$ cat src/ex_pkg.sv
package ex_pkg;

  ////////////////////////////////////////
  // widths
  ////////////////////////////////////////

  // datapath width
  parameter int unsigned XLEN       = 32;
  // register address, 6 bits to cover the fp bank
  parameter int unsigned REG_ADDR_W = 6;

  typedef logic [XLEN-1:0]       data_t;
  typedef logic [REG_ADDR_W-1:0] reg_addr_t;

  ////////////////////////////////////////
  // opcodes
  ////////////////////////////////////////

  // integer ALU operations, all 16 codes taken
  typedef enum logic [3:0] {
    ALU_ADD  = 4'h0,
    ALU_SUB  = 4'h1,
    ALU_AND  = 4'h2,
    ALU_OR   = 4'h3,
    ALU_XOR  = 4'h4,
    ALU_SLL  = 4'h5,
    ALU_SRL  = 4'h6,
    ALU_SRA  = 4'h7,
    ALU_SLT  = 4'h8,
    ALU_SLTU = 4'h9,
    // branch comparisons
    ALU_EQ   = 4'ha,
    ALU_NE   = 4'hb,
    ALU_LT   = 4'hc,
    ALU_GE   = 4'hd,
    ALU_LTU  = 4'he,
    ALU_GEU  = 4'hf
  } alu_op_e;

  // multiplier only does the low product
  typedef enum logic [0:0] {
    MUL_LO = 1'b0
  } mul_op_e;

  ////////////////////////////////////////
  // bundles
  ////////////////////////////////////////

  // ALU request from ID, c is the jump target
  typedef struct packed {
    logic    en;
    alu_op_e op;
    data_t   a;
    data_t   b;
    data_t   c;
  } alu_req_t;

  // multiplier request from ID
  typedef struct packed {
    logic    en;
    mul_op_e op;
    data_t   a;
    data_t   b;
  } mul_req_t;

  // one register-file write port
  typedef struct packed {
    logic      we;
    reg_addr_t addr;
    data_t     data;
  } rf_wr_t;

endpackage
$ cat src/ex_stage_top.sv
`timescale 1ns/1ps

module ex_stage_top
  import ex_pkg::*;
#(
  parameter int unsigned MUL_LATENCY = 2
) (
  input  logic      clk,
  input  logic      rst_n,
  // requests from ID
  input  alu_req_t  alu_req_i,
  input  mul_req_t  mul_req_i,
  input  logic      csr_access_i,
  input  data_t     csr_rdata_i,
  input  logic      regfile_alu_we_i,
  input  reg_addr_t regfile_alu_waddr_i,
  // passed to WB, not used in EX
  input  logic      regfile_we_i,
  input  reg_addr_t regfile_waddr_i,
  input  logic      lsu_en_i,
  input  logic      branch_in_ex_i,
  // LSU side
  input  logic      lsu_ready_ex_i,
  input  logic      lsu_err_i,
  input  data_t     lsu_rdata_i,
  // WB side
  input  logic      wb_ready_i,
  // write ports
  output rf_wr_t    fw_port_o,
  output rf_wr_t    wb_port_o,
  // towards fetch
  output logic      branch_decision_o,
  output data_t     jump_target_o,
  // stage handshake
  output logic      ex_valid_o,
  output logic      ex_ready_o
);

  data_t alu_result;
  data_t mult_result;
  logic  mult_ready;

  ////////////////////////////////////////
  // ALU
  ////////////////////////////////////////

  // compare flag is the branch decision directly
  ex_alu i_ex_alu (
    .alu_req_i    (alu_req_i),
    .result_o     (alu_result),
    .cmp_result_o (branch_decision_o)
  );

  // operand c carries the precomputed target
  assign jump_target_o = alu_req_i.c;

  ////////////////////////////////////////
  // multiplier
  ////////////////////////////////////////

  ex_mult #(
    .MUL_LATENCY (MUL_LATENCY)
  ) i_ex_mult (
    .clk        (clk),
    .rst_n      (rst_n),
    .mul_req_i  (mul_req_i),
    .ex_ready_i (ex_ready_o),
    .result_o   (mult_result),
    .ready_o    (mult_ready)
  );

  ////////////////////////////////////////
  // forwarding and handshake
  ////////////////////////////////////////

  ex_fw_ctrl i_ex_fw_ctrl (
    .alu_en_i            (alu_req_i.en),
    .mult_en_i           (mul_req_i.en),
    .csr_access_i        (csr_access_i),
    .lsu_en_i            (lsu_en_i),
    .branch_in_ex_i      (branch_in_ex_i),
    .mult_ready_i        (mult_ready),
    .lsu_ready_ex_i      (lsu_ready_ex_i),
    .wb_ready_i          (wb_ready_i),
    .alu_result_i        (alu_result),
    .mult_result_i       (mult_result),
    .csr_rdata_i         (csr_rdata_i),
    .regfile_alu_we_i    (regfile_alu_we_i),
    .regfile_alu_waddr_i (regfile_alu_waddr_i),
    .fw_port_o           (fw_port_o),
    .ex_valid_o          (ex_valid_o),
    .ex_ready_o          (ex_ready_o)
  );

  ////////////////////////////////////////
  // EX/WB and load port
  ////////////////////////////////////////

  ex_lsu_wb i_ex_lsu_wb (
    .clk             (clk),
    .rst_n           (rst_n),
    .ex_valid_i      (ex_valid_o),
    .wb_ready_i      (wb_ready_i),
    .regfile_we_i    (regfile_we_i),
    .lsu_err_i       (lsu_err_i),
    .regfile_waddr_i (regfile_waddr_i),
    .lsu_rdata_i     (lsu_rdata_i),
    .wb_port_o       (wb_port_o)
  );

endmodule

$ cat src/ex_lsu_wb.sv
`timescale 1ns/1ps

module ex_lsu_wb
  import ex_pkg::*;
(
  input  logic      clk,
  input  logic      rst_n,
  input  logic      ex_valid_i,
  input  logic      wb_ready_i,
  input  logic      regfile_we_i,
  input  logic      lsu_err_i,
  input  reg_addr_t regfile_waddr_i,
  input  data_t     lsu_rdata_i,
  output rf_wr_t    wb_port_o
);

  logic      we_q;
  reg_addr_t waddr_q;
  logic      load_we;

  // faulting load never writes
  assign load_we = regfile_we_i & ~lsu_err_i;

  ////////////////////////////////////////
  // EX/WB pipeline register
  ////////////////////////////////////////

  always_ff @(posedge clk or negedge rst_n) begin
    if (!rst_n) begin
      we_q <= 1'b0;
    end else begin
      if (ex_valid_i) begin
        // wb_ready implied by valid
        we_q <= load_we;
      end else if (wb_ready_i) begin
        // WB took the old one, nothing new behind it
        we_q <= 1'b0;
      end
      // else WB stalled, hold
    end
  end

  // address only moves with a real write
  always_ff @(posedge clk) begin
    if (ex_valid_i && load_we) begin
      waddr_q <= regfile_waddr_i;
    end
  end

  ////////////////////////////////////////
  // load write port
  ////////////////////////////////////////

  assign wb_port_o.we   = we_q;
  assign wb_port_o.addr = waddr_q;
  // read data arrives from the LSU in the WB cycle
  assign wb_port_o.data = lsu_rdata_i;

  // write port only opens behind a handed-over instruction
  a_we_needs_valid: assert property (@(posedge clk) disable iff (!rst_n)
    $rose(wb_port_o.we) |-> $past(ex_valid_i));

endmodule

$ cat src/ex_fw_ctrl.sv
`timescale 1ns/1ps

module ex_fw_ctrl
  import ex_pkg::*;
(
  // unit enables from ID
  input  logic      alu_en_i,
  input  logic      mult_en_i,
  input  logic      csr_access_i,
  input  logic      lsu_en_i,
  input  logic      branch_in_ex_i,
  // readiness of units and neighbours
  input  logic      mult_ready_i,
  input  logic      lsu_ready_ex_i,
  input  logic      wb_ready_i,
  // candidate write data
  input  data_t     alu_result_i,
  input  data_t     mult_result_i,
  input  data_t     csr_rdata_i,
  // destination from ID
  input  logic      regfile_alu_we_i,
  input  reg_addr_t regfile_alu_waddr_i,
  output rf_wr_t    fw_port_o,
  output logic      ex_valid_o,
  output logic      ex_ready_o
);

  logic any_en;
  logic units_ready;

  ////////////////////////////////////////
  // forwarding port
  ////////////////////////////////////////

  // address and enable go straight through
  assign fw_port_o.we   = regfile_alu_we_i;
  assign fw_port_o.addr = regfile_alu_waddr_i;

  // csr wins over mult, mult over alu
  always_comb begin
    if (csr_access_i) begin
      fw_port_o.data = csr_rdata_i;
    end else if (mult_en_i) begin
      fw_port_o.data = mult_result_i;
    end else if (alu_en_i) begin
      fw_port_o.data = alu_result_i;
    end else begin
      // nothing running, keep the bus quiet
      fw_port_o.data = '0;
    end
  end

  ////////////////////////////////////////
  // stage handshake
  ////////////////////////////////////////

  assign any_en      = alu_en_i | mult_en_i | csr_access_i | lsu_en_i;
  assign units_ready = mult_ready_i & lsu_ready_ex_i & wb_ready_i;

  // valid flows forward, independent of ex_ready
  assign ex_valid_o = any_en & units_ready;
  // a branch finishes in EX, no need to wait on WB
  assign ex_ready_o = units_ready | branch_in_ex_i;

endmodule

$ cat src/ex_mult.sv
`timescale 1ns/1ps

module ex_mult
  import ex_pkg::*;
#(
  parameter int unsigned MUL_LATENCY = 2
) (
  input  logic     clk,
  input  logic     rst_n,
  input  mul_req_t mul_req_i,
  input  logic     ex_ready_i,
  output data_t    result_o,
  output logic     ready_o
);

  // low 32 bits of the product
  data_t product;

  always_comb begin
    unique case (mul_req_i.op)
      MUL_LO:  product = mul_req_i.a * mul_req_i.b;
      default: product = '0;
    endcase
  end

  if (MUL_LATENCY <= 1) begin : gen_comb
    // single cycle, never stalls
    assign result_o = product;
    assign ready_o  = 1'b1;
  end else begin : gen_seq
    localparam int unsigned CNT_W = $clog2(MUL_LATENCY);

    typedef enum logic [1:0] {
      MUL_IDLE,
      MUL_BUSY,
      MUL_DONE
    } mul_state_e;

    mul_state_e       state_q;
    mul_state_e       state_d;
    logic [CNT_W-1:0] cnt_q;
    logic [CNT_W-1:0] cnt_d;
    data_t            prod_q;

    ////////////////////////////////////////
    // FSM
    ////////////////////////////////////////

    always_comb begin
      state_d = state_q;
      cnt_d   = cnt_q;
      ready_o = 1'b1;
      unique case (state_q)
        MUL_IDLE: begin
          // stall from the start cycle on
          ready_o = ~mul_req_i.en;
          if (mul_req_i.en) begin
            cnt_d   = CNT_W'(1);
            state_d = (MUL_LATENCY == 2) ? MUL_DONE : MUL_BUSY;
          end
        end
        MUL_BUSY: begin
          ready_o = 1'b0;
          cnt_d   = cnt_q + CNT_W'(1);
          if (cnt_q == CNT_W'(MUL_LATENCY - 2)) begin
            state_d = MUL_DONE;
          end
        end
        MUL_DONE: begin
          // hold result until the stage takes it
          if (ex_ready_i) begin
            state_d = MUL_IDLE;
          end
        end
        default: state_d = MUL_IDLE;
      endcase
    end

    always_ff @(posedge clk or negedge rst_n) begin
      if (!rst_n) begin
        state_q <= MUL_IDLE;
        cnt_q   <= '0;
      end else begin
        state_q <= state_d;
        cnt_q   <= cnt_d;
      end
    end

    // operands are held by ID, so capture at start is enough
    always_ff @(posedge clk) begin
      if (state_q == MUL_IDLE && mul_req_i.en) begin
        prod_q <= product;
      end
    end

    assign result_o = prod_q;

    // stall lasts exactly latency-1 cycles from start
    a_stall_len: assert property (@(posedge clk) disable iff (!rst_n)
      (state_q == MUL_IDLE && mul_req_i.en)
        |-> (!ready_o) [* MUL_LATENCY-1] ##1 ready_o);
  end

  // no request, no stall
  a_ready_idle: assert property (@(posedge clk) disable iff (!rst_n)
    !mul_req_i.en |-> ready_o);

endmodule

$ cat src/ex_alu.sv
`timescale 1ns/1ps

module ex_alu
  import ex_pkg::*;
(
  input  alu_req_t alu_req_i,
  output data_t    result_o,
  output logic     cmp_result_o
);

  ////////////////////////////////////////
  // operand prep
  ////////////////////////////////////////

  data_t      op_a;
  data_t      op_b;
  logic [4:0] shamt;
  data_t      sum;
  data_t      diff;
  logic       is_equal;
  logic       lt_signed;
  logic       lt_unsigned;

  assign op_a  = alu_req_i.a;
  assign op_b  = alu_req_i.b;
  // rv32 shifts use the low five bits only
  assign shamt = op_b[4:0];

  // adder and subtractor kept apart for clarity
  assign sum  = op_a + op_b;
  assign diff = op_a - op_b;

  // shared comparators
  assign is_equal    = (op_a == op_b);
  assign lt_signed   = ($signed(op_a) < $signed(op_b));
  assign lt_unsigned = (op_a < op_b);

  ////////////////////////////////////////
  // comparison flag
  ////////////////////////////////////////

  // one flag serves slt/sltu and the branch decision
  always_comb begin
    unique case (alu_req_i.op)
      ALU_EQ:           cmp_result_o = is_equal;
      ALU_NE:           cmp_result_o = ~is_equal;
      ALU_LT, ALU_SLT:  cmp_result_o = lt_signed;
      ALU_GE:           cmp_result_o = ~lt_signed;
      ALU_LTU, ALU_SLTU: cmp_result_o = lt_unsigned;
      ALU_GEU:          cmp_result_o = ~lt_unsigned;
      // arithmetic and logic ops never branch
      default:          cmp_result_o = 1'b0;
    endcase
  end

  ////////////////////////////////////////
  // result mux
  ////////////////////////////////////////

  always_comb begin
    unique case (alu_req_i.op)
      ALU_ADD: result_o = sum;
      ALU_SUB: result_o = diff;
      ALU_AND: result_o = op_a & op_b;
      ALU_OR:  result_o = op_a | op_b;
      ALU_XOR: result_o = op_a ^ op_b;
      // shifts
      ALU_SLL: result_o = op_a << shamt;
      ALU_SRL: result_o = op_a >> shamt;
      // arithmetic right, keep sign
      ALU_SRA: result_o = data_t'($signed(op_a) >>> shamt);
      // set-less-than and compares give the flag zero extended
      ALU_SLT, ALU_SLTU,
      ALU_EQ, ALU_NE,
      ALU_LT, ALU_GE,
      ALU_LTU, ALU_GEU: begin
        result_o = {{(XLEN-1){1'b0}}, cmp_result_o};
      end
      default: result_o = '0;
    endcase
  end

endmodule

$ cat config.mk
export PLATFORM = sky130hd
export DESIGN_NAME = ex_stage_top
export DESIGN_NICKNAME = d
export VERILOG_FILES = /design/src/ex_pkg.sv /design/src/ex_stage_top.sv /design/src/ex_lsu_wb.sv /design/src/ex_fw_ctrl.sv /design/src/ex_mult.sv /design/src/ex_alu.sv
export SDC_FILE = /design/constraint.sdc
export NUM_CORES = 2
export LEC_CHECK = 0
export BUFFER_PORTS_ARGS = -buffer_cell sky130_fd_sc_hd__buf_2
export CORE_MARGIN = 3
export CORE_UTILIZATION = 42
export DETAILED_ROUTE_END_ITERATION = 7
export GPL_TIMING_DRIVEN = 0
export PLACE_DENSITY = 0.65
export SYNTH_ARGS = -nofsm -noshare
export SYNTH_HDL_FRONTEND = slang
export SYNTH_SLANG_ARGS = --single-unit
$ cat constraint.sdc
create_clock -name clk -period 4.1 [get_ports clk]
set_input_delay 0.41 -clock clk [delete_from_list [all_inputs] [get_ports clk]]
set_output_delay 0.41 -clock clk [all_outputs]
set_load 0.1 [all_outputs]
# [After elaboration in Yosys (flattened, before gate mapping)]
# Cells that the tools add are included.
[word_totals] reg_bits=42 latch_bits=0 mem_bits_rw=0 romBits=0 input_bits=253 out_inout_bits=113 word_cells=76 mem_count=0
[classes] n_addsub=3 mul=1 div=0 magnitude_cmp=2 eq_ne=21 shift=3 muxes=14 n_bitwise=16 reduce_logical=11
[ops] cell="case mux 32 bit (9 select lines)" n=1
[ops] cell="two-way mux 32 bit" n=3
[ops] cell="< comparator 32 bit" n=2
[ops] cell="adder 32 bit" n=1
[ops] cell="AND 32 bit" n=1
[ops] cell="== test 32 bit" n=1
[ops] cell="== test 4 bit, second input constant" n=8
[ops] cell="multiplier 32 x 32 -> 32 bit" n=1
[ops] cell="OR 32 bit" n=1
[ops] cell="left shift 32 x 5 -> 32 bit" n=1
[ops] cell=">> shifter 32 x 5 -> 32 bit" n=1
[ops] cell=">>> shifter 32 x 5 -> 32 bit" n=1
[ops] cell="subtractor 32 bit" n=1
[ops] cell="bitwise XOR 32 bit" n=1
[ops] cell="== test 4 x 3 -> 1 bit, second input constant" n=4
[ops] cell="== test 4 x 2 -> 1 bit, second input constant" n=2
[ops] cell="OR reduction 8 bit" n=1
[ops] cell="two-way mux 2 bit" n=3
[ops] cell="inequality test 2 bit, second input constant" n=3
[ops] cell="case mux 1 bit (6 select lines)" n=1
[ops] cell="case mux 2 bit (3 select lines)" n=1
[ops] cell="NOT 1 bit" n=5
[ops] cell="AND 1 bit" n=4
[ops] cell="== test 4 x 1 -> 1 bit, second input constant" n=1
[ops] cell="other kinds (13)" n=22

# [Longest topological paths before layout]
[depth] ltp_word=7 depth_mapped=28 depth_no_buf=26

# [Hierarchy]
# A second synthesis with hierarchy kept.
[unflattened] hier_cells=3298 area_unflattened_um2=27853.0
[by_module_without_submodules] module="ex_mult" instances=1 cells_each=1760 area_per_inst_um2=16841.2 seq_area_each_um2=985.9
[by_module_without_submodules] module="ex_alu" instances=1 cells_each=1306 area_per_inst_um2=9331.4 seq_area_each_um2=0.0
[by_module_without_submodules] module="ex_fw_ctrl" instances=1 cells_each=157 area_per_inst_um2=967.2 seq_area_each_um2=0.0
[by_module_without_submodules] module="ex_lsu_wb" instances=1 cells_each=43 area_per_inst_um2=473.0 seq_area_each_um2=205.2
[by_module_without_submodules] module="ex_stage_top" instances=1 cells_each=32 area_per_inst_um2=240.2 seq_area_each_um2=0.0

# [Worst setup path after synthesis]
# OpenSTA, ideal clock, no wires.
[synth_timing] path_type="in2reg" start="in mul_req_i[45] in the netlist's numbering" end="reg i_ex_mult.gen_seq.prod_q[31] (netlist: i_ex_mult.result_o[31]) (data pin)" setup_ns=0.266 arrival_ns=7.019 t_required_ns=3.834 setup_slack_ns=-3.185 path_stages=26 n_path_buf=2 cell_sequence="clkbuf_1 > clkbuf_1 > and2_1 > fa_1 > fa_1 > fa_1 > inv_1 > fa_1 > inv_1 > fa_1 > inv_1 > fa_1 > inv_1 > fa_1 > fa_1 > ha_1 > and4_1 > a21oi_1 > o2111a_1 > a31oi_1 > a221oi_2 > a21oi_1 > a21o_1 > a211oi_1 > xnor2_1 > nor2_1"
[synth_between] elab_chain_len=1
[synth_rtl] element="start: declaration" line_no="ex_stage_top.sv:12" source="input mul_req_t mul_req_i,"
[synth_rtl] element="multiplier 32 x 32 -> 32 bit" line_no="ex_mult.sv:21" source="MUL_LO: product = mul_req_i.a * mul_req_i.b;"
[synth_rtl] element="end signal: assignment" line_no="ex_mult.sv:92" source="prod_q <= product;"
[synth_rtl] element="end: declaration" line_no="ex_mult.sv:43" source="data_t prod_q;"
# Every way passes these cells.
# A chain may end at the register's enable or synchronous reset.

# [Worst setup path in the final report]
# Ends and elaborated chain as after synthesis.

==> results by group <==
STA
  – RSZ-0062 raised after global routing: yes
  – Max-slew violations: 0
  – Setup Viol. Count Final: 28
  – Fin crit share: 170.7%
  – Fmax: 142.9 MHz
  – Worst setup margin: -2899 ps
  – Final min period: 6999 ps
  – Slew margin rel.: 21.59%
  – Skew final: 10.10 ps
  – Worst-margin pin slew: 1175 ps
  – Final Hold Viols: 0
  – Tightest hold margin: 297.9 ps

Floorplanning
  – Core box area: 62,170 um^2
  – # rows: 91
  – Die area: 66,410 um^2
  – Initial core utilization: 42.80%
  – Die Height: 257.7 um
  – Num ports: 366
  – Die width: 257.7 um

Routing
  – Met1 Routed Length: 45.68 mm
  – Vias: 25,960
  – DR top layer: met4
  – 1st-pass router iterations: 5
  – DR iter-0 viols: 2,593
  – Avg WL per Cell: 26.18 um
  – Vias/cell: 5.790
  – Routed Antenna Nets: 0
  – Routed length on met2: 53.63 mm
  – DR DRC count: 0
  – Post-Route WL: 117.4 mm
  – Met3 WL: 10.19 mm

GRT
  – Total congestion overflow: 0
  – Initial antenna violation count: 1
  – Global-route wire length before repair: 170.5 mm
  – GRT Total Usage: 34.28%
  – Largest net degree at the start of global routing: 33
  – Vias in the first global route: 25,790

Setup path
  – Worst r2r dst: i_ex_mult.result_o[22]
  – WP data arrival: 7030 ps
  – Worst setup SP type: input pin
  – RR Startpoint: i_ex_mult.gen_seq.state_q[1]
  – Crit-path max FO: 4
  – CP endpoint: i_ex_mult.result_o[31]
  – Worst Setup SP: mul_req_i[45]
  – Worst reg-to-reg setup slack: 2280 ps
  – Worst Reg-to-Reg Cells: 3
  – CP Capture Type: register
  – CP required: 4130 ps
  – Crit Path Category: in2reg

Clock network
  – Clock Sinks: 40
  – Clk root buf: clkbuf_16
  – H-tree Lvls: 2
  – CTS tree: yes
  – Clk Latency, worst-skew pair: 290 ps
  – Clock slew seen by the registers of the worst setup and hold paths: 70 ps
  – Num CTS Buffers: 5
  – Clk buf depth: 2

Min path
  – Min-Delay Path Class: in2reg

Synthesis
  – Main flop type after synthesis: edfxtp_1
  – Synth cell types: 86
  – Mapped Nets: 4,150
  – Synth Cell Area: 26,610 um^2
  – Post-synth EDFFs: 38
  – Area share of the largest cell type after synthesis: 30.84%
  – Mapped Cells: 3,267
  – Synth Warn #: 0
  – FFs w/ async S/R, synth: 5.000%
  – Dominant cell type by area after synthesis: fa_1
  – Synth area leaders: fa_1 (31%), ha_1 (10%), inv_1 (7.0%), and2_1 (6.4%), nand2_1 (5.4%)
  – Number of synthesized register bits: 40
  – Sequential cell area fraction in the yosys report: 4.476%
  – Syn avg cell area: 8.145 um^2

Cells and area
  – # fillers: 5,956
  – Multi-input gate area: 23,800 um^2
  – Fraction of layout cells with a size suffix above 1: 24.70%
  – Area grow syn2layout: 23.56%
  – Nets: 4,526
  – Flip-flop and latch area: 1191 um^2

Status
  – Status: finished, violations left
  – Failing checks: negative setup slack

Placement
  – Routability cong.: 1.035
  – Hpwl dp: 95.71 mm
  – Buffers on Ports: 280

Run
  – Max-Cap Viols: 0
[worst min path at each step]
stage / from / endpoint / cells past startpoint
final: regfile_waddr_i[3] / i_ex_lsu_wb.waddr_q[3] / 1
after global routing: regfile_waddr_i[4] / i_ex_lsu_wb.waddr_q[4] / 1
after detailed placement: rst_n / i_ex_mult.gen_seq.state_q[1] / 1
after global placement: rst_n / i_ex_mult.gen_seq.state_q[1] / 1
after CTS: regfile_waddr_i[4] / i_ex_lsu_wb.waddr_q[4] / 1
after floorplan: rst_n / i_ex_lsu_wb.we_q / 0
[worst max-delay path: stages]
cell and delay, ps:
clkbuf_16 130, clkbuf_16 140, and2_4 150, fa_1 560, fa_1 460, fa_1 510, inv_2 40, fa_1 540
inv_2 40, fa_1 490, inv_2 40, fa_1 470, inv_1 50, fa_1 450, fa_1 530, ha_4 220
a211o_1 280, o211ai_1 120, o2111a_2 280, a31oi_4 50, a221oi_4 340, a21oi_2 100, a21o_1 200, a211oi_2 240
xnor2_1 140, nor2_1 50
[routing by layer]
metal  vias up  track usage, %
met4         0           18.16
met2      1499           55.51
met3       328           4.599
met5         -               0
li1      11250               -
met1     12880           44.73
[metrics by stage]
step	worst slack, ps	TNS [ps]	instance area [um^2]	utilization, %	cells
after global routing	-3149	-58100	32880	52.88	4481
final	-2899	-53340	32880	52.89	4483
after detailed placement	-4010	-101520	29600	47.62	4384
after floorplan	-2909	-50260	27150	-	3267
after global placement	-3994	-102670	29600	47.61	4384
after CTS	-2896	-53070	32160	51.74	4464
[layout by cell type (no fill, tap or decap), drive strengths merged, types with 10 or more instances in the layout]
cell type	netlist	layout
nand4	13	13
a21o	23	23
xor2	31	31
nand2	383	383
a21oi	147	147
o21ai	140	140
a211oi	36	36
mux2i	50	50
nor2	213	213
nor2b	17	17
o211ai	23	23
and2	274	274
a2111oi	11	11
ha	220	220
xnor2	96	96
nand2b	12	12
buf	112	490
o31ai	10	10
o21a	13	13
fa	410	410
clkbuf	162	154
or3	12	12
nand3	27	27
mux4	41	41
nor3	44	44
edfxtp	38	38
a221oi	24	24
a31oi	17	17
inv	501	499
a22oi	26	26
[kinds of logic (layout without fill, tap and decap cells)]
group / count (synthesis) / after routing / share of synthesized area, %
adder cells (fa/ha/maj): 630 / 630 / 41.19
AO/OA/AOI/OAI: 563 / 563 / 13.86
XOR/XNOR: 127 / 127 / 4.180
other: 0 / 2 / 0
AND/OR/NAND/NOR: 1034 / 1034 / 18.58
flip-flops: 40 / 40 / 4.476
buffers and inverters: 777 / 1154 / 12.16
multiplexers: 96 / 96 / 5.562
[synth_stat cells, drive strengths merged (26+ instances only)]
master and count:
o21ai 140, a211oi 36, a22oi 26, nor2 213
xor2 31, xnor2 96, nand3 27, edfxtp 38
and2 274, mux4 41, mux2i 50, fa 410
nor3 44, a21oi 147, clkbuf 162, nand2 383
buf 112, ha 220, inv 501
[registers in the layout, summed over array words and instances (netlist names)]
name,cells
i_ex_lsu_wb.waddr_q,6
i_ex_lsu_wb.we_q,1
i_ex_mult.gen_seq.state_q,1
i_ex_mult.result_o,32
[cell type report]
type | instances | share of cell area (%)
antenna | 2 | 0.01522
buffer | 257 | 6.359
clock buffer | 5 | 0.3805
clock inverter | 3 | 0.1408
inverter | 503 | 5.830
multi-input combinational | 2450 | 72.38
sequential | 40 | 3.623
tap | 837 | 3.185
timing repair buffer | 386 | 8.082
[repair_timing]
action                                 4_1_cts  5_1_grt
hold buffers                                 1        0
pin swaps                                  108      106
endpoints found under the hold margin        2        0
buffers inserted                            77       29
gates cloned                                 1        0
resized for setup                          436      166
setup endpoints to repair                   61       56
Power is not shown: default switching activity piles up to over one toggle a cycle in this logic, so the estimate is an artifact.
